[src/include/id_settings.svh]
`ifndef ID_SETTINGS_SVH
`define ID_SETTINGS_SVH

// datapath widths
`define ID_WORD_W   32 // data and address word
`define ID_REG_AW   5  // register file address

// instruction field widths
`define ID_OP_W     6
`define ID_FUNCT_W  6
`define ID_SHAMT_W  5
`define ID_IMM_W    16
`define ID_INDEX_W  26 // j/jal index

// return address register for jal, bgezal, bltzal
`define ID_LINK_REG 31

// byte distance between two instructions
// link address is pc plus two of these, one for the delay slot
`define ID_PC_STEP  4

`endif

[src/hdl/id_pkg.sv]
`include "id_settings.svh"

package id_pkg;

	// major opcodes
	localparam logic [`ID_OP_W-1:0] op_special = 6'b000000;
	localparam logic [`ID_OP_W-1:0] op_regimm  = 6'b000001; // branch kind sits in rt
	localparam logic [`ID_OP_W-1:0] op_j       = 6'b000010;
	localparam logic [`ID_OP_W-1:0] op_jal     = 6'b000011;
	localparam logic [`ID_OP_W-1:0] op_beq     = 6'b000100;
	localparam logic [`ID_OP_W-1:0] op_bne     = 6'b000101;
	localparam logic [`ID_OP_W-1:0] op_blez    = 6'b000110;
	localparam logic [`ID_OP_W-1:0] op_bgtz    = 6'b000111;
	localparam logic [`ID_OP_W-1:0] op_addi    = 6'b001000;
	localparam logic [`ID_OP_W-1:0] op_addiu   = 6'b001001;
	localparam logic [`ID_OP_W-1:0] op_slti    = 6'b001010;
	localparam logic [`ID_OP_W-1:0] op_sltiu   = 6'b001011;
	localparam logic [`ID_OP_W-1:0] op_andi    = 6'b001100;
	localparam logic [`ID_OP_W-1:0] op_ori     = 6'b001101;
	localparam logic [`ID_OP_W-1:0] op_xori    = 6'b001110;
	localparam logic [`ID_OP_W-1:0] op_lui     = 6'b001111;

	// special group, funct field
	localparam logic [`ID_FUNCT_W-1:0] fn_sll  = 6'b000000;
	localparam logic [`ID_FUNCT_W-1:0] fn_srl  = 6'b000010;
	localparam logic [`ID_FUNCT_W-1:0] fn_sra  = 6'b000011;
	localparam logic [`ID_FUNCT_W-1:0] fn_sllv = 6'b000100;
	localparam logic [`ID_FUNCT_W-1:0] fn_srlv = 6'b000110;
	localparam logic [`ID_FUNCT_W-1:0] fn_srav = 6'b000111;
	localparam logic [`ID_FUNCT_W-1:0] fn_jr   = 6'b001000;
	localparam logic [`ID_FUNCT_W-1:0] fn_jalr = 6'b001001;
	localparam logic [`ID_FUNCT_W-1:0] fn_add  = 6'b100000;
	localparam logic [`ID_FUNCT_W-1:0] fn_addu = 6'b100001;
	localparam logic [`ID_FUNCT_W-1:0] fn_sub  = 6'b100010;
	localparam logic [`ID_FUNCT_W-1:0] fn_subu = 6'b100011;
	localparam logic [`ID_FUNCT_W-1:0] fn_and  = 6'b100100;
	localparam logic [`ID_FUNCT_W-1:0] fn_or   = 6'b100101;
	localparam logic [`ID_FUNCT_W-1:0] fn_xor  = 6'b100110;
	localparam logic [`ID_FUNCT_W-1:0] fn_nor  = 6'b100111;
	localparam logic [`ID_FUNCT_W-1:0] fn_slt  = 6'b101010;
	localparam logic [`ID_FUNCT_W-1:0] fn_sltu = 6'b101011;

	// regimm group, rt field
	localparam logic [`ID_REG_AW-1:0] rt_bltz   = 5'b00000;
	localparam logic [`ID_REG_AW-1:0] rt_bgez   = 5'b00001;
	localparam logic [`ID_REG_AW-1:0] rt_bltzal = 5'b10000;
	localparam logic [`ID_REG_AW-1:0] rt_bgezal = 5'b10001;

	typedef struct packed {
		logic [`ID_OP_W-1:0]    opcode;
		logic [`ID_REG_AW-1:0]  rs;
		logic [`ID_REG_AW-1:0]  rt;
		logic [`ID_REG_AW-1:0]  rd;
		logic [`ID_SHAMT_W-1:0] shamt;
		logic [`ID_FUNCT_W-1:0] funct;
	} r_fmt_t;

	typedef struct packed {
		logic [`ID_OP_W-1:0]   opcode;
		logic [`ID_REG_AW-1:0] rs;
		logic [`ID_REG_AW-1:0] rt;
		logic [`ID_IMM_W-1:0]  imm16;
	} i_fmt_t;

	typedef struct packed {
		logic [`ID_OP_W-1:0]    opcode;
		logic [`ID_INDEX_W-1:0] index26;
	} j_fmt_t;

	// one instruction word, three views
	typedef union packed {
		r_fmt_t r_fmt;
		i_fmt_t i_fmt;
		j_fmt_t j_fmt;
	} inst_word_u;

	// operation handed to execute
	typedef enum logic [4:0] {
		alu_nop, alu_and, alu_or, alu_xor, alu_nor,
		alu_sll, alu_srl, alu_sra,
		alu_add, alu_addu, alu_sub, alu_subu, alu_slt, alu_sltu, alu_addi, alu_addiu,
		alu_j, alu_jal, alu_jr, alu_jalr,
		alu_beq, alu_bne, alu_bgtz, alu_blez, alu_bgez, alu_bltz, alu_bgezal, alu_bltzal
	} alu_op_e;

	// result group in execute
	typedef enum logic [2:0] {
		sel_nop         = 3'b000,
		sel_logic       = 3'b001,
		sel_shift       = 3'b010,
		sel_arith       = 3'b100,
		sel_jump_branch = 3'b110
	} alu_sel_e;

	typedef enum logic [3:0] {
		br_none, br_always, br_always_reg, br_eq, br_ne, br_gtz, br_lez, br_gez, br_ltz
	} br_kind_e;

	typedef struct packed {
		logic [`ID_WORD_W-1:0] pc;
		inst_word_u            inst;
	} id_req_t;

	typedef struct packed {
		logic                  rd1_en;
		logic [`ID_REG_AW-1:0] rd1_addr;
		logic                  rd2_en;
		logic [`ID_REG_AW-1:0] rd2_addr;
	} rf_read_t;

	typedef struct packed {
		logic                  wreg;
		logic [`ID_REG_AW-1:0] wd;
		logic [`ID_WORD_W-1:0] wdata;
	} wb_fwd_t;

	typedef struct packed {
		alu_op_e                aluop;
		alu_sel_e               alusel;
		logic [`ID_REG_AW-1:0]  wd;
		logic                   wreg;
		logic                   is_link;
		br_kind_e               br_kind;
		logic [`ID_INDEX_W-1:0] j_index; // low bits double as branch offset
		logic [`ID_WORD_W-1:0]  imm;
		logic                   illegal;
	} dec_ctrl_t;

	typedef struct packed {
		alu_op_e               aluop;
		alu_sel_e              alusel;
		logic [`ID_WORD_W-1:0] reg1;
		logic [`ID_WORD_W-1:0] reg2;
		logic [`ID_REG_AW-1:0] wd;
		logic                  wreg;
		logic                  branch_flag;
		logic [`ID_WORD_W-1:0] branch_target;
		logic [`ID_WORD_W-1:0] link_addr;
		logic                  illegal;
	} id_out_t;

endpackage

[src/hdl/branch_resolve.sv]
`timescale 1ns/1ps
`include "id_settings.svh"

module branch_resolve import id_pkg::*; (
	input  logic [`ID_WORD_W-1:0] pc_i,
	input  dec_ctrl_t             ctrl_i,
	input  logic [`ID_WORD_W-1:0] reg1_i,
	input  logic [`ID_WORD_W-1:0] reg2_i,
	output logic                  branch_flag_o,
	output logic [`ID_WORD_W-1:0] branch_target_o,
	output logic [`ID_WORD_W-1:0] link_addr_o
);

	logic [`ID_WORD_W-1:0] pc_plus_1;
	logic [`ID_WORD_W-1:0] pc_plus_2;
	logic [`ID_WORD_W-1:0] br_offset;
	logic [`ID_WORD_W-1:0] jump_target;
	logic                  reg1_zero;
	logic                  reg1_neg;

	assign pc_plus_1 = pc_i + `ID_WORD_W'(`ID_PC_STEP);
	assign pc_plus_2 = pc_i + `ID_WORD_W'(2 * `ID_PC_STEP); // past the delay slot

	// word offset from imm16, scaled to bytes
	assign br_offset = {{(`ID_WORD_W-`ID_IMM_W-2){ctrl_i.j_index[`ID_IMM_W-1]}},
		ctrl_i.j_index[`ID_IMM_W-1:0], 2'b00};
	assign jump_target = {pc_plus_1[`ID_WORD_W-1 -: `ID_WORD_W-`ID_INDEX_W-2],
		ctrl_i.j_index, 2'b00}; // stays in the current 256 MB region

	assign reg1_zero = (reg1_i == '0);
	assign reg1_neg  = reg1_i[`ID_WORD_W-1];

	always_comb begin
		case (ctrl_i.br_kind)
		br_always, br_always_reg: branch_flag_o = 1'b1;
		br_eq:   branch_flag_o = (reg1_i == reg2_i);
		br_ne:   branch_flag_o = (reg1_i != reg2_i);
		br_gtz:  branch_flag_o = !reg1_neg && !reg1_zero;
		br_lez:  branch_flag_o = reg1_neg || reg1_zero;
		br_gez:  branch_flag_o = !reg1_neg;
		br_ltz:  branch_flag_o = reg1_neg;
		default: branch_flag_o = 1'b0;
		endcase

		if (!branch_flag_o) begin
			branch_target_o = '0;
		end else if (ctrl_i.br_kind == br_always) begin
			branch_target_o = jump_target;
		end else if (ctrl_i.br_kind == br_always_reg) begin
			branch_target_o = reg1_i; // jr, jalr
		end else begin
			branch_target_o = pc_plus_1 + br_offset;
		end
	end

	assign link_addr_o = ctrl_i.is_link ? pc_plus_2 : '0;

endmodule

[src/hdl/id_ex_reg.sv]
`timescale 1ns/1ps

module id_ex_reg import id_pkg::*; (
	input  logic    clk,
	input  logic    rst_n_i,

	input  logic    in_valid_i,
	output logic    in_ready_o,
	input  id_out_t in_data_i,

	output logic    out_valid_o,
	input  logic    out_ready_i,
	output id_out_t out_data_o
);

	logic    valid_q;
	id_out_t data_q;
	logic    load;

	// free slot, or the current one leaves this edge
	assign in_ready_o = !valid_q || out_ready_i;
	assign load       = in_valid_i && in_ready_o;

	always_ff @(posedge clk) begin
		if (!rst_n_i) begin
			valid_q <= 1'b0;
		end else if (in_ready_o) begin
			valid_q <= in_valid_i; // drains when nothing new comes in
		end
	end

	always_ff @(posedge clk) begin
		if (load) begin
			data_q <= in_data_i;
		end
	end

	assign out_valid_o = valid_q;
	assign out_data_o  = data_q;

endmodule

[src/hdl/id_stage_top.sv]
`timescale 1ns/1ps
`include "id_settings.svh"

module id_stage_top import id_pkg::*; (
	input  logic                  clk,
	input  logic                  rst_n_i,

	// fetch side
	input  logic                  in_valid_i,
	output logic                  in_ready_o,
	input  id_req_t               in_req_i,

	// register file read port, combinational
	output rf_read_t              rf_read_o,
	input  logic [`ID_WORD_W-1:0] rf_data1_i,
	input  logic [`ID_WORD_W-1:0] rf_data2_i,

	// pending results from later stages
	input  wb_fwd_t               ex_fwd_i,
	input  wb_fwd_t               mem_fwd_i,

	// execute side
	output logic                  out_valid_o,
	input  logic                  out_ready_i,
	output id_out_t               out_o
);

	dec_ctrl_t             dec_ctrl;
	logic [`ID_WORD_W-1:0] reg1;
	logic [`ID_WORD_W-1:0] reg2;
	logic                  br_flag;
	logic [`ID_WORD_W-1:0] br_target;
	logic [`ID_WORD_W-1:0] link_addr;
	id_out_t               id_bundle;

	inst_decoder i_decoder (
		.inst_i    (in_req_i.inst),
		.rf_read_o (rf_read_o),
		.ctrl_o    (dec_ctrl)
	);

	operand_select i_sel1 (
		.rd_en_i   (rf_read_o.rd1_en),
		.rd_addr_i (rf_read_o.rd1_addr),
		.rf_data_i (rf_data1_i),
		.ex_fwd_i  (ex_fwd_i),
		.mem_fwd_i (mem_fwd_i),
		.imm_i     (dec_ctrl.imm),
		.operand_o (reg1)
	);

	operand_select i_sel2 (
		.rd_en_i   (rf_read_o.rd2_en),
		.rd_addr_i (rf_read_o.rd2_addr),
		.rf_data_i (rf_data2_i),
		.ex_fwd_i  (ex_fwd_i),
		.mem_fwd_i (mem_fwd_i),
		.imm_i     (dec_ctrl.imm),
		.operand_o (reg2)
	);

	branch_resolve i_branch (
		.pc_i            (in_req_i.pc),
		.ctrl_i          (dec_ctrl),
		.reg1_i          (reg1), // forwarded values, so jr sees fresh data
		.reg2_i          (reg2),
		.branch_flag_o   (br_flag),
		.branch_target_o (br_target),
		.link_addr_o     (link_addr)
	);

	always_comb begin
		id_bundle.aluop         = dec_ctrl.aluop;
		id_bundle.alusel        = dec_ctrl.alusel;
		id_bundle.reg1          = reg1;
		id_bundle.reg2          = reg2;
		id_bundle.wd            = dec_ctrl.wd;
		id_bundle.wreg          = dec_ctrl.wreg;
		id_bundle.branch_flag   = br_flag;
		id_bundle.branch_target = br_target;
		id_bundle.link_addr     = link_addr;
		id_bundle.illegal       = dec_ctrl.illegal;
	end

	id_ex_reg i_id_ex_reg (
		.clk         (clk),
		.rst_n_i     (rst_n_i),
		.in_valid_i  (in_valid_i),
		.in_ready_o  (in_ready_o),
		.in_data_i   (id_bundle),
		.out_valid_o (out_valid_o),
		.out_ready_i (out_ready_i),
		.out_data_o  (out_o)
	);

endmodule

[src/hdl/inst_decoder.sv]
`timescale 1ns/1ps
`include "id_settings.svh"

module inst_decoder import id_pkg::*; (
	input  inst_word_u inst_i,
	output rf_read_t   rf_read_o,
	output dec_ctrl_t  ctrl_o
);

	logic [`ID_WORD_W-1:0] imm_sext;
	logic [`ID_WORD_W-1:0] imm_zext;
	logic [`ID_WORD_W-1:0] imm_upper;
	logic [`ID_WORD_W-1:0] imm_shamt;

	assign imm_sext  = {{(`ID_WORD_W-`ID_IMM_W){inst_i.i_fmt.imm16[`ID_IMM_W-1]}},
		inst_i.i_fmt.imm16};
	assign imm_zext  = `ID_WORD_W'(inst_i.i_fmt.imm16);
	assign imm_upper = {inst_i.i_fmt.imm16, {(`ID_WORD_W-`ID_IMM_W){1'b0}}}; // lui
	assign imm_shamt = `ID_WORD_W'(inst_i.r_fmt.shamt);

	always_comb begin
		rf_read_o.rd1_en   = 1'b0;
		rf_read_o.rd1_addr = inst_i.r_fmt.rs;
		rf_read_o.rd2_en   = 1'b0;
		rf_read_o.rd2_addr = inst_i.r_fmt.rt;
		ctrl_o.aluop   = alu_nop;
		ctrl_o.alusel  = sel_nop;
		ctrl_o.wd      = inst_i.r_fmt.rd; // r-type default
		ctrl_o.wreg    = 1'b0;
		ctrl_o.is_link = 1'b0;
		ctrl_o.br_kind = br_none;
		ctrl_o.j_index = inst_i.j_fmt.index26;
		ctrl_o.imm     = '0;
		ctrl_o.illegal = 1'b0;

		case (inst_i.r_fmt.opcode)
		op_special: begin
			rf_read_o.rd1_en = 1'b1;
			rf_read_o.rd2_en = 1'b1;
			ctrl_o.wreg      = 1'b1;
			ctrl_o.illegal   = (inst_i.r_fmt.shamt != '0);
			case (inst_i.r_fmt.funct)
			fn_and:  ctrl_o.aluop = alu_and;
			fn_or:   ctrl_o.aluop = alu_or;
			fn_xor:  ctrl_o.aluop = alu_xor;
			fn_nor:  ctrl_o.aluop = alu_nor;
			fn_sll:  ctrl_o.aluop = alu_sll;
			fn_sllv: ctrl_o.aluop = alu_sll; // same shifter, amount from rs
			fn_srl:  ctrl_o.aluop = alu_srl;
			fn_srlv: ctrl_o.aluop = alu_srl;
			fn_sra:  ctrl_o.aluop = alu_sra;
			fn_srav: ctrl_o.aluop = alu_sra;
			fn_add:  ctrl_o.aluop = alu_add;
			fn_addu: ctrl_o.aluop = alu_addu;
			fn_sub:  ctrl_o.aluop = alu_sub;
			fn_subu: ctrl_o.aluop = alu_subu;
			fn_slt:  ctrl_o.aluop = alu_slt;
			fn_sltu: ctrl_o.aluop = alu_sltu;
			fn_jr:   ctrl_o.aluop = alu_jr;
			fn_jalr: ctrl_o.aluop = alu_jalr;
			default: ctrl_o.illegal = 1'b1;
			endcase
			case (inst_i.r_fmt.funct)
			fn_and, fn_or, fn_xor, fn_nor: ctrl_o.alusel = sel_logic;
			fn_sllv, fn_srlv, fn_srav:     ctrl_o.alusel = sel_shift;
			fn_add, fn_addu, fn_sub, fn_subu, fn_slt, fn_sltu: ctrl_o.alusel = sel_arith;
			fn_sll, fn_srl, fn_sra: begin
				ctrl_o.alusel    = sel_shift;
				rf_read_o.rd1_en = 1'b0; // reg1 carries shamt
				ctrl_o.imm       = imm_shamt;
				ctrl_o.illegal   = (inst_i.r_fmt.rs != '0);
			end
			fn_jr, fn_jalr: begin
				ctrl_o.alusel    = sel_jump_branch;
				rf_read_o.rd2_en = 1'b0;
				ctrl_o.br_kind   = br_always_reg;
				ctrl_o.is_link   = (inst_i.r_fmt.funct == fn_jalr);
				ctrl_o.wreg      = (inst_i.r_fmt.funct == fn_jalr); // jalr links to rd
			end
			default: ;
			endcase
		end

		op_regimm: begin
			ctrl_o.alusel    = sel_jump_branch;
			rf_read_o.rd1_en = 1'b1;
			case (inst_i.i_fmt.rt)
			rt_bltz: begin
				ctrl_o.aluop   = alu_bltz;
				ctrl_o.br_kind = br_ltz;
			end
			rt_bgez: begin
				ctrl_o.aluop   = alu_bgez;
				ctrl_o.br_kind = br_gez;
			end
			rt_bltzal: begin
				ctrl_o.aluop   = alu_bltzal;
				ctrl_o.br_kind = br_ltz;
				ctrl_o.is_link = 1'b1;
			end
			rt_bgezal: begin
				ctrl_o.aluop   = alu_bgezal;
				ctrl_o.br_kind = br_gez;
				ctrl_o.is_link = 1'b1;
			end
			default: ctrl_o.illegal = 1'b1;
			endcase
			ctrl_o.wreg = ctrl_o.is_link; // link written whether taken or not
			ctrl_o.wd   = `ID_REG_AW'(`ID_LINK_REG);
		end

		op_j, op_jal: begin
			ctrl_o.alusel  = sel_jump_branch;
			ctrl_o.br_kind = br_always;
			ctrl_o.is_link = (inst_i.j_fmt.opcode == op_jal);
			ctrl_o.wreg    = ctrl_o.is_link;
			ctrl_o.aluop   = ctrl_o.is_link ? alu_jal : alu_j;
			ctrl_o.wd      = `ID_REG_AW'(`ID_LINK_REG);
		end

		op_beq, op_bne: begin
			ctrl_o.alusel    = sel_jump_branch;
			rf_read_o.rd1_en = 1'b1;
			rf_read_o.rd2_en = 1'b1;
			ctrl_o.aluop     = (inst_i.i_fmt.opcode == op_beq) ? alu_beq : alu_bne;
			ctrl_o.br_kind   = (inst_i.i_fmt.opcode == op_beq) ? br_eq : br_ne;
		end

		op_blez, op_bgtz: begin
			ctrl_o.alusel    = sel_jump_branch;
			rf_read_o.rd1_en = 1'b1; // reg2 gets zero imm
			ctrl_o.aluop     = (inst_i.i_fmt.opcode == op_bgtz) ? alu_bgtz : alu_blez;
			ctrl_o.br_kind   = (inst_i.i_fmt.opcode == op_bgtz) ? br_gtz : br_lez;
		end

		op_addi, op_addiu, op_slti, op_sltiu, op_andi, op_ori, op_xori, op_lui: begin
			rf_read_o.rd1_en = 1'b1; // lui reads rs too, expected $0
			ctrl_o.wreg      = 1'b1;
			ctrl_o.wd        = inst_i.i_fmt.rt;
			case (inst_i.i_fmt.opcode)
			op_addi:  ctrl_o.aluop = alu_addi;
			op_addiu: ctrl_o.aluop = alu_addiu;
			op_slti:  ctrl_o.aluop = alu_slt;
			op_sltiu: ctrl_o.aluop = alu_sltu;
			op_andi:  ctrl_o.aluop = alu_and;
			op_xori:  ctrl_o.aluop = alu_xor;
			default:  ctrl_o.aluop = alu_or; // ori and lui
			endcase
			case (inst_i.i_fmt.opcode)
			op_andi, op_ori, op_xori: begin
				ctrl_o.alusel = sel_logic;
				ctrl_o.imm    = imm_zext;
			end
			op_lui: begin
				ctrl_o.alusel = sel_logic;
				ctrl_o.imm    = imm_upper;
			end
			default: begin
				ctrl_o.alusel = sel_arith;
				ctrl_o.imm    = imm_sext; // sltiu compares against sign extended too
			end
			endcase
		end

		default: ctrl_o.illegal = 1'b1;
		endcase

		// an illegal word turns into a bubble
		if (ctrl_o.illegal) begin
			rf_read_o.rd1_en = 1'b0;
			rf_read_o.rd2_en = 1'b0;
			ctrl_o.aluop     = alu_nop;
			ctrl_o.alusel    = sel_nop;
			ctrl_o.wreg      = 1'b0;
			ctrl_o.is_link   = 1'b0;
			ctrl_o.br_kind   = br_none;
			ctrl_o.imm       = '0;
		end
	end

endmodule

[src/hdl/operand_select.sv]
`timescale 1ns/1ps
`include "id_settings.svh"

module operand_select import id_pkg::*; (
	input  logic                  rd_en_i,
	input  logic [`ID_REG_AW-1:0] rd_addr_i,
	input  logic [`ID_WORD_W-1:0] rf_data_i,
	input  wb_fwd_t               ex_fwd_i,
	input  wb_fwd_t               mem_fwd_i,
	input  logic [`ID_WORD_W-1:0] imm_i,
	output logic [`ID_WORD_W-1:0] operand_o
);

	logic ex_hit;
	logic mem_hit;

	// the younger result in ex wins over mem
	assign ex_hit  = rd_en_i && ex_fwd_i.wreg && (ex_fwd_i.wd == rd_addr_i);
	assign mem_hit = rd_en_i && mem_fwd_i.wreg && (mem_fwd_i.wd == rd_addr_i);

	always_comb begin
		if (!rd_en_i) begin
			operand_o = imm_i;
		end else if (ex_hit) begin
			operand_o = ex_fwd_i.wdata;
		end else if (mem_hit) begin
			operand_o = mem_fwd_i.wdata;
		end else begin
			operand_o = rf_data_i;
		end
	end

endmodule

[config.mk]
export PLATFORM = sky130hd
export DESIGN_NAME = id_stage_top
export DESIGN_NICKNAME = d
export VERILOG_FILES = /design/src/hdl/id_pkg.sv /design/src/hdl/branch_resolve.sv /design/src/hdl/id_ex_reg.sv /design/src/hdl/id_stage_top.sv /design/src/hdl/inst_decoder.sv /design/src/hdl/operand_select.sv
export VERILOG_INCLUDE_DIRS = /design/src /design/src/include
export SDC_FILE = /design/constraint.sdc
export NUM_CORES = 1
export LEC_CHECK = 0
export BUFFER_PORTS_ARGS = -buffer_cell sky130_fd_sc_hd__buf_2
export CAP_MARGIN = 20
export CORE_UTILIZATION = 48
export CTS_CLUSTER_DIAMETER = 80
export CTS_CLUSTER_SIZE = 14
export DETAILED_ROUTE_END_ITERATION = 12
export PLACE_DENSITY = 0.82
export SYNTH_ARGS = -nofsm -noshare
export SYNTH_HDL_FRONTEND = slang
export SYNTH_SLANG_ARGS = --single-unit
[constraint.sdc]
create_clock -name clk -period 4.2 [get_ports clk]
set_input_delay 0.21 -clock clk [delete_from_list [all_inputs] [get_ports clk]]
set_output_delay 0.21 -clock clk [all_outputs]
set_load 0.02 [all_outputs]
* Word-level counts from Yosys, hierarchy flattened
Index checks and enable logic that the tools add are counted.
** Word-level totals
- Latch bits :: 0
- Bits in writable memories :: 0
- Memories kept :: 0
- Output and inout bits :: 158
- Logic and storage cells :: 151
- Flip-flop bits (word level) :: 145
- Bits in read-only memories :: 0
- Input bits :: 208
** Operators by class
- Shifts and indexed selects :: 0
- Add/subtract/negate cells :: 3
- Divide/modulo/power cells :: 0
- Reductions and logical operators :: 45
- Magnitude comparators :: 0
- Mux-type cells :: 41
- Multiply operators :: 0
- Equal/unequal tests :: 49
- Bitwise logic cells :: 1
** Operator list (number)
- $mux W32 :: 9
- $pmux W32 S2 :: 2
- $pmux W5 S15 :: 1
- $eq A6 B4 Y1 const B :: 10
- $eq A6 B6 Y1 const B :: 10
- $pmux W8 S6 :: 1
- $eq A6 B3 Y1 const B :: 7
- $add A32 B3 Y32 const B :: 1
- $add A32 B32 Y32 :: 1
- $add A32 B4 Y32 const B :: 1
- $eq A32 B32 Y1 :: 1
- $logic_not A32 Y1 :: 1
- $ne A32 B32 Y1 :: 1
- $eq A6 B2 Y1 const B :: 4
- $pmux W4 S6 :: 1
- $reduce_or A2 Y1 :: 12
- $eq A5 B5 Y1 :: 4
- $pmux W4 S5 :: 1
- $pmux W5 S4 :: 1
- $reduce_or A18 Y1 :: 1
- $eq A4 B3 Y1 const B :: 4
- $reduce_or A14 Y1 :: 1
- $reduce_or A13 Y1 :: 1
- $logic_not A6 Y1 :: 2
- other kinds (28) :: 61

* Logic depth before layout (Yosys ltp)
Gate-level depths: netlist (run 1).
- Word-level depth :: 17
- Gate-level depth with buffers :: 24
- Depth with buffers taken out :: 22

* By module
Synthesis (run 1) repeated with hierarchy kept, for this count alone.
** Unflattened totals
- Cells, all modules :: 1475
- Area, all modules :: 12836.1 um^2
** Modules (own cells, without submodules)
- id_ex_reg :: times used 1, area an instance 4381.7 um^2, cells an instance 149, sequential area each 4344.2 um^2
- branch_resolve :: times used 1, area an instance 4164.0 um^2, cells an instance 627, sequential area each 0.0 um^2
- operand_select :: times used 2, area an instance 1395.1 um^2, cells an instance 237, sequential area each 0.0 um^2
- inst_decoder :: times used 1, area an instance 1500.2 um^2, cells an instance 225, sequential area each 0.0 um^2

* Worst setup path after synthesis (run 1)
Ideal clock, no wire load.
- Path kind :: register to register
- Start point :: register i_id_ex_reg.valid_q (netlist: i_id_ex_reg.out_valid_o)
- End point :: register i_id_ex_reg.data_q, in the netlist i_id_ex_reg.out_data_o[0], enable pin
- Period minus slack after synthesis :: 4.473 ns
- Buffers on the path :: 0
- Arrival :: 3.953 ns
- Data required time :: 3.680 ns
- Slack :: -0.273 ns
- Setup time :: 0.520 ns
- Cell stages (with the launch flop) :: 3
- Path through :: dfxtp_1 nand2b_1 and2_1
** Between the ends
- Longest elaborated chain between the ends :: 3
** Ends and longest elaborated chain
- from (decl) :: line id_ex_reg.sv:16 : logic valid_q;
- from (signal assigned) :: line id_ex_reg.sv:28 : valid_q <= in_valid_i;
- $logic_not A1 Y1 :: line id_ex_reg.sv:21 : assign in_ready_o = !valid_q || out_ready_i;
- $logic_or A1 B1 Y1 :: line id_ex_reg.sv:21
- via in_ready_o :: line id_stage_top.sv:10 : output logic in_ready_o,
- $logic_and A1 B1 Y1 :: line id_ex_reg.sv:22 : assign load = in_valid_i && in_ready_o;
- via i_id_ex_reg.load :: line id_ex_reg.sv:18 : logic load;
- to (signal assigned) :: line id_ex_reg.sv:34 : data_q <= in_data_i;
- to (decl) :: line id_ex_reg.sv:17 : id_out_t data_q;
The timed path passes the listed nets, and every way through them passes these cells.
A chain may end at the register's enable or synchronous reset.

* Worst setup path after layout (run 1)
- Start point :: input port in_req_i[0] (netlist bit)
- End point :: register i_id_ex_reg.data_q, in the netlist i_id_ex_reg.out_data_o[64] (data pin)
** Between the ends
- Longest elaborated chain between the ends :: 15
- Elaborated cells on any way between the ends :: 70
- Classes of those cells :: 1 x add/sub; 27 x eq/ne; 24 x mux; 18 x reduce/logical
** Ends and longest elaborated chain
- from (decl) :: line id_stage_top.sv:11 : input id_req_t in_req_i,
- $eq A6 B6 Y1, or another cell as far along :: line inst_decoder.sv:42 : case (inst_i.r_fmt.funct)
- $reduce_or A18 Y1 (no line)
- $mux W1 :: line inst_decoder.sv:42
- $mux W6 :: line inst_decoder.sv:63 : case (inst_i.r_fmt.funct)
- $pmux W1 S3 :: line inst_decoder.sv:36 : case (inst_i.r_fmt.opcode)
- $mux W1 :: line inst_decoder.sv:169 : if (ctrl_o.illegal) begin
- $logic_and A1 B1 Y1 (2 in series) :: line operand_select.sv:19 : assign mem_hit = rd_en_i && mem_fwd_i.wreg && (mem_fwd_i.wd == rd_addr_i);
- $mux W32 :: line operand_select.sv:26 : end else if (mem_hit) begin
- $mux W32 :: line operand_select.sv:24 : end else if (ex_hit) begin
- $mux W32 :: line operand_select.sv:22 : if (!rd_en_i) begin
- $logic_not A32 Y1 :: line branch_resolve.sv:30 : assign reg1_zero = (reg1_i == '0);
- $logic_not A1 Y1 :: line branch_resolve.sv:38 : br_gtz: branch_flag_o = !reg1_neg && !reg1_zero;
- $logic_and A1 B1 Y1 :: line branch_resolve.sv:38
- $pmux W1 S7 :: line branch_resolve.sv:34 : case (ctrl_i.br_kind)
Parallel ways exist; a longest one is shown, timed or not.

==> results.cfg, run 1 <==
[timing]
worstMarginPinSlew_ps = 1040
whs_ps = 45.3
fmax_mhz = 242
setup_viol = 0
skew_ps = 13.5
rsz0062_at_grt = no
slew_headroom_pct = 31.0
hold_viol = 0
period_needed_ps = 4130
drv_slew = 0
fin_crit_sh_pct = 98.4
final.setup.tns_ps = 0

[routing]
vias = 14300
wl_met3_um = 7570
dr.pass1.iters = 8
drt-initial-drc-count = 2102
ant_nets = 0
via_per_inst = 6.39
top_layer_used = met5
wl_met1_um = 22800
met2_length_um = 24700
route.detailed.wl_per_inst_um = 25.9
wirelength_um = 57800
drcViolationCount = 0

[clock_network]
clk_pin_slew_worst_paths_ps = 70
numCtsBuffers = 17
cts_tree = yes
clock-sinks = 145
clkLatencyLatePin_ps = 440
cts_buffer_depth = 2
hold_buffers = 0
htreeDepth = 4
cts_root_buf = clkbuf_16

[hold_path]
hp-start = rst_n_i
min_delay_path_depth = 2
hold_end = i_id_ex_reg.out_valid_o$_SDFFE_PN0N_
worstHoldPathType = in2reg

[grt]
grt_use_total_pct = 45.7
grt_max_degree = 77
grt_pass1_wl_um = 82100
antenna_found_initial = 2
grt.overflow.total = 0
grt_pass1_vias = 13100

[worst_setup_path]
start_kind = input port
startpoint = in_req_i[0]
regToRegEndpoint = i_id_ex_reg.out_data_o[102]$_DFFE_PP_
cp.arrival_ps = 4380
reg2regPathDepth = 3
crit_fanout = 23
crit_type = in2reg
ff2ff_setup_slack_ps = 2150
r2r_start = i_id_ex_reg.out_valid_o$_SDFFE_PN0N_
end_kind = flop
required_ps = 4450

[floorplan]
fp.dieH_um = 158
start_util_pct = 49.4
io_pins = 366
coreArea_um2 = 23700
chipWidth_um = 158
die_area_um2 = 25000
core.rowCount = 56

[power_and_ir_drop]
ir_drop_mv = 0.216
p_leak_nw = 7.27
power.density_nw_per_um2 = 290

[final_layout]
final_nets = 2144
final-instance-count-excl-fill = 2237
fillers = 1941
drive_gt1_share_pct = 38.7
area_growth_pct = 40.2
final_area_um2 = 16400

[logic_synthesis]
ys_ff_latch = 145
synth-simple-area-share_pct = 22.6
ys_seq_area_share_pct = 37.1
synth_top_family_by_area = simple AND/OR/NAND/NOR gates
synth_xor_area_share_pct = 8.38
async_flop_share_pct = 0
muxShareOfSynthArea_pct = 1.84
yosysWarnings = 0
netlist_area_um2 = 11700
synth_cell_types = 86
synth.avg_cell_area_um2 = 8.70
netlist_instances = 1345
synth-edff-count = 144
synth-compound-area-share_pct = 21.4
synth_fp_nets = 1585
synth_fa_ha_area_share_pct = 3.48
synth_flop_cell = edfxtp_1

[place]
dp_hpwl_um = 47300
gp_congestion = 1.06
place_area_um2 = 15600
port_buffers = 365
dp_cells = 2199

[status]
status = complete, no violations

[run]
maxCapViolCount = 0
-- per-layer routing --
layer	vias to the layer above	track usage [%]
met2	1190	67.9
li1	6179	-
met3	195	12.0
met4	2	19.9
met1	6736	62.1
met5	-	0
-- cell families after synthesis --
| group | after synthesis |
|---|---|
| fa+ha+maj | 32 |
| flops | 145 |
| compound gates | 361 |
| xor+xnor | 112 |
| buf+inv | 136 |
| simple gates | 538 |
| mux | 21 |
-- power by group --
part,internal (W),switching [W]
clock,0.000801,0.000778
sequential,0.00169,0.0000279
combinational,0.000564,0.000893
total,0.00306,0.00170
-- synth_stat cells, types with 5 or more instances --
| library cell | count | area, um2 |
|---|---|---|
| a2111oi_0 | 5 | 43.8 |
| a211o_1 | 6 | 52.6 |
| a211oi_1 | 16 | 120 |
| a211oi_2 | 7 | 87.6 |
| a21o_1 | 15 | 113 |
| a21oi_1 | 59 | 295 |
| a221oi_1 | 12 | 105 |
| a22oi_1 | 10 | 75.1 |
| a311oi_1 | 5 | 43.8 |
| a31oi_1 | 30 | 188 |
| and2_1 | 14 | 87.6 |
| and3_1 | 26 | 163 |
| and4_1 | 7 | 61.3 |
| buf_2 | 7 | 35.0 |
| buf_4 | 15 | 113 |
| clkbuf_1 | 74 | 278 |
| edfxtp_1 | 144 | 4320 |
| ha_1 | 31 | 388 |
| inv_1 | 30 | 113 |
| mux2i_1 | 17 | 170 |
| nand2_1 | 128 | 480 |
| nand2b_1 | 9 | 56.3 |
| nand3_1 | 73 | 365 |
| nand3b_1 | 5 | 37.5 |
| nand4_1 | 22 | 138 |
| nor2_1 | 148 | 556 |
| nor3_1 | 43 | 215 |
| nor3_2 | 5 | 50.1 |
| nor4_1 | 10 | 62.6 |
| o2111a_1 | 5 | 56.3 |
| o211ai_1 | 13 | 97.6 |
| o21a_1 | 8 | 60.1 |
| o21ai_0 | 85 | 425 |
| o22ai_1 | 16 | 100 |
| o31ai_1 | 6 | 45.0 |
| o32ai_1 | 8 | 70.1 |
| or2_2 | 13 | 81.3 |
| or3_1 | 9 | 56.3 |
| or4_1 | 7 | 52.6 |
| xnor2_1 | 73 | 639 |
| xor2_1 | 39 | 342 |
-- cells in the final DEF, fill, tap and decap left out, drive strengths merged, types with 31 or more instances in the layout --
cell | netlist | layout
buf | 29 | 643
nor2 | 149 | 149
edfxtp | 144 | 144
nand2 | 128 | 128
o21ai | 86 | 86
nand3 | 73 | 73
xnor2 | 73 | 73
a21oi | 59 | 59
nor3 | 48 | 48
inv | 33 | 42
xor2 | 39 | 39
ha | 31 | 31
a31oi | 31 | 31
-- per-stage QoR --
stage	total power, W	utilization (%)	worst slack, ps
final	0.00476	69.3	68.9
after global routing	0.00487	69.3	22.3
after CTS	0.00468	68.6	23.4
after detailed placement	0.00313	66.0	-672
after global placement	0.00311	66.0	-662
after floorplan	0.00247	-	19.5
-- layout make-up --
type | instances | area (um2) | area share [%]
Multi-Input combinational cell | 1064 | 6890 | 42.0
Sequential cell | 145 | 4340 | 26.5
Timing Repair Buffer | 643 | 4060 | 24.7
Clock buffer | 17 | 425 | 2.59
Tap cell | 319 | 399 | 2.43
Clock inverter | 15 | 161 | 0.983
Inverter | 33 | 131 | 0.800
Antenna cell | 1 | 2.50 | 0.0152
-- worst max-delay path, cell delays in order --
cell and delay (ps):
buf_2 140, or3b_1 370, a21o_1 220, a221o_2 470, buf_12 160, nand3_1 70
buf_4 170, mux2i_1 370, a21bo_2 280, o2111a_1 200, nand4_1 200, or4b_4 620
o311ai_4 330, nor2_4 80, buf_12 170, nor4_4 280
-- repair_timing --
action	in CTS	in global routing
pin swaps	0	5
cloned	0	0
gates resized for setup	5	23
setup endpoints to repair	33	33
setup buffers	0	4
-- worst max path at each step --
stage / slack, ps / to / cells after the start
final: 70 / i_id_ex_reg.out_data_o[64]$_SDFFCE_PN0P_ / 16
after global routing: 20 / i_id_ex_reg.out_data_o[59]$_SDFFCE_PN0P_ / 16
after CTS: 20 / i_id_ex_reg.out_data_o[64]$_SDFFCE_PN0P_ / 16
after floorplan: 20 / i_id_ex_reg.out_data_o[64]$_SDFFCE_PN0P_ / 23
after detailed placement: -670 / i_id_ex_reg.out_data_o[64]$_SDFFCE_PN0P_ / 15
after global placement: -660 / i_id_ex_reg.out_data_o[61]$_SDFFCE_PN0P_ / 15
-- sequential cells by signal, indices dropped and copies added (netlist names) --
| name | cells |
|---|---|
| i_id_ex_reg.out_valid_o | 1 |
| i_id_ex_reg.out_data_o | 144 |
Note: power is estimated with default switching activity, not from simulation.
==> inputs of run 2 (changes only) <==
--- a/config.mk
+++ b/config.mk
@@ -13,6 +13,7 @@
 export CTS_CLUSTER_SIZE = 14
 export DETAILED_ROUTE_END_ITERATION = 12
 export PLACE_DENSITY = 0.82
+export REMOVE_ABC_BUFFERS = 1
 export SYNTH_ARGS = -nofsm -noshare
 export SYNTH_HDL_FRONTEND = slang
 export SYNTH_SLANG_ARGS = --single-unit
==> run 2 against run 1 <==
- final cell count up 0.85%
- non-clock buffer count up 19
- core utilization up 1.3 points
- count of clock-buffer cells in the layout up 2
- total power up 3.7%
- combinational power about the same
==> results.cfg, run 2 (synthesis results as in run 1) <==
[routing]
drcViolationCount = 0
wl_met1_um = 22200
drt-initial-drc-count = 1836
ant_nets = 0
top_layer_used = met5
met2_length_um = 25400
via_per_inst = 6.34
dr.pass1.iters = 12
vias = 14300
wirelength_um = 58000
route.detailed.wl_per_inst_um = 25.7
wl_met3_um = 7080

[worst_setup_path]
crit_type = in2reg
end_kind = flop
regToRegEndpoint = i_id_ex_reg.out_data_o[102]$_DFFE_PP_
path_cells = buf_2 > nor4_4 > nand3_1 > buf_4 > a221oi_1 > buf_4 > nor3_2 > a2111oi_4 > buf_4 > xnor2_1 > o2111ai_1 > or4_4 > or4_4 > o311ai_4 > nor2_4 > buf_12 > clkbuf_16 > nor4_2
crit_path_top_delay_cell = or4_4
reg2regPathDepth = 3
cp.arrival_ps = 4450
start_kind = input port
ff2ff_setup_slack_ps = 2580
required_ps = 4460
crit_top_cell = buf_4
crit_fanout = 11
slowest_delay_ps = 570
r2r_start = i_id_ex_reg.out_valid_o$_SDFFE_PN0N_

[status]
status = complete, no violations

[hold_path]
hp-start = rst_n_i
worstHoldPathType = in2reg
min_delay_path_depth = 2
hold_end = i_id_ex_reg.out_valid_o$_SDFFE_PN0N_

[timing]
worstMarginPinSlew_ps = 900
period_needed_ps = 4200
skew_ps = 11.7
final.setup.tns_ps = 0
setup_viol = 0
slew_headroom_pct = 38.4
worst_slack_ps = 4.76
hold_viol = 0
fin_crit_sh_pct = 99.9
drv_slew = 0
fmax_mhz = 238

[power_and_ir_drop]
p_int_w = 0.00329
pwr-share-clk_pct = 35.3
ir_drop_mv = 0.243
power.density_nw_per_um2 = 295
p_leak_nw = 7.39
power.switching_w = 0.00164
sequentialPowerShare_pct = 34.9
fin_total_pwr_w = 0.00493
p_comb_share_pct = 29.8
swShare_pct = 33.3

[final_layout]
final_nets = 2163
layout_common_cells = 365 x buf_2, 280 x buf_4, 148 x nor2_1
fillers = 1859
area_growth_pct = 42.8
largest_reg_flops = 144
final-instance-count-excl-fill = 2256
final_common_cell = buf_2
drive_gt1_share_pct = 39.5

[place]
dp_hpwl_um = 46300
dp_cells = 2214
post-place-ws_ps = -746
gp_congestion = 1.08
port_buffers = 365

[clock_network]
clock-sinks = 145
cts_tree = yes
clkLatencyLatePin_ps = 430
cts_buffer_depth = 2
numCtsBuffers = 17
htreeDepth = 4
hold_buffers = 0
clk_pin_slew_worst_paths_ps = 70
cts_root_buf = clkbuf_16

[floorplan]
coreArea_um2 = 23700
start_util_pct = 49.4
io_pins = 366
fp.dieH_um = 158
chipWidth_um = 158
die_area_um2 = 25000
core.rowCount = 56

[grt]
grt_use_total_pct = 45.4
grt_pass1_vias = 13200
grt.overflow.total = 0
grt_pass1_wl_um = 82100
antenna_found_initial = 2
grt_max_degree = 145

[run]
maxCapViolCount = 0
==> run 2: changes by cell type in the layout (fill, tap and decap cells not counted), sizes merged <==
| cell | previous run | this run |
|---|---|---|
| buf | 643 | 661 |
| bufinv | 0 | 4 |
| inv | 42 | 38 |
| clkbuf | 17 | 20 |
| clkinv | 5 | 2 |
| clkinvlp | 1 | 2 |
==> run 2: how the worst max path moves through the flow <==
| stage | startpoint | slack [ps] | cells past startpoint | to |
|---|---|---|---|---|
| finish | in_req_i[28] | 5 | 18 | i_id_ex_reg.out_data_o[64]$_SDFFCE_PN0P_ |
| global route | in_req_i[4] | -30 | 17 | i_id_ex_reg.out_data_o[64]$_SDFFCE_PN0P_ |
| CTS | in_req_i[4] | -4 | 16 | i_id_ex_reg.out_data_o[50]$_SDFFCE_PN0P_ |
| detailed placement | in_req_i[4] | -750 | 15 | i_id_ex_reg.out_data_o[61]$_SDFFCE_PN0P_ |
| global placement | in_req_i[4] | -750 | 15 | i_id_ex_reg.out_data_o[61]$_SDFFCE_PN0P_ |
| floorplan | in_req_i[22] | -690 | 12 | i_id_ex_reg.out_data_o[38]$_SDFFCE_PN0P_ |
==> run 2: per-layer routing <==
| metal | vias to the layer above | track usage (%) |
|---|---|---|
| met5 | - | 0 |
| met4 | 4 | 22.7 |
| met3 | 235 | 10.1 |
| met2 | 1190 | 70.9 |
| met1 | 6676 | 59.0 |
| li1 | 6198 | - |
==> run 2: what timing repair did <==
action	4_1_cts	5_1_grt
pin swaps	3	11
endpoints found under the setup margin	33	33
gates cloned	0	1
endpoints found under the hold margin	0	0
resized for setup	5	32
setup buffers	1	6
==> run 2: per-stage QoR <==
step | hold slack (ps) | util [%] | area [um2]
global placement | 463 | 66.6 | 15800
floorplan | 349 | - | 11200
global route | 41.9 | 70.6 | 16700
CTS | 21.8 | 69.4 | 16400
finish | 26.4 | 70.6 | 16700
detailed placement | 477 | 66.6 | 15800
==> run 2: layout make-up <==
cell class              instances  area, um2  area share [%]
multi-input cells            1064       6930            41.5
clock buffers                  19        433            2.59
inverters                      33        129           0.771
repair buffers                662       4270            25.6
diodes                          1       2.50          0.0150
flip-flops and latches        145       4340            26.0
well taps                     319        399            2.39
clock inverters                13        201            1.21
==> run 2: power groups by stage <==
stage                     Clock, W  Combinational, W  Sequential, W
after global routing       0.00177           0.00154        0.00173
after CTS                  0.00174           0.00140        0.00172
after global placement           0           0.00137        0.00175
final                      0.00174           0.00147        0.00172
after detailed placement         0           0.00138        0.00175
after floorplan                  0          0.000544        0.00187
==> run 2: worst max-delay path, delay by kind of cell <==
kind	cells	cell delay, ps
simple gates	7	2050
buf+inv	6	1030
xor+xnor	1	110
compound gates	4	1040
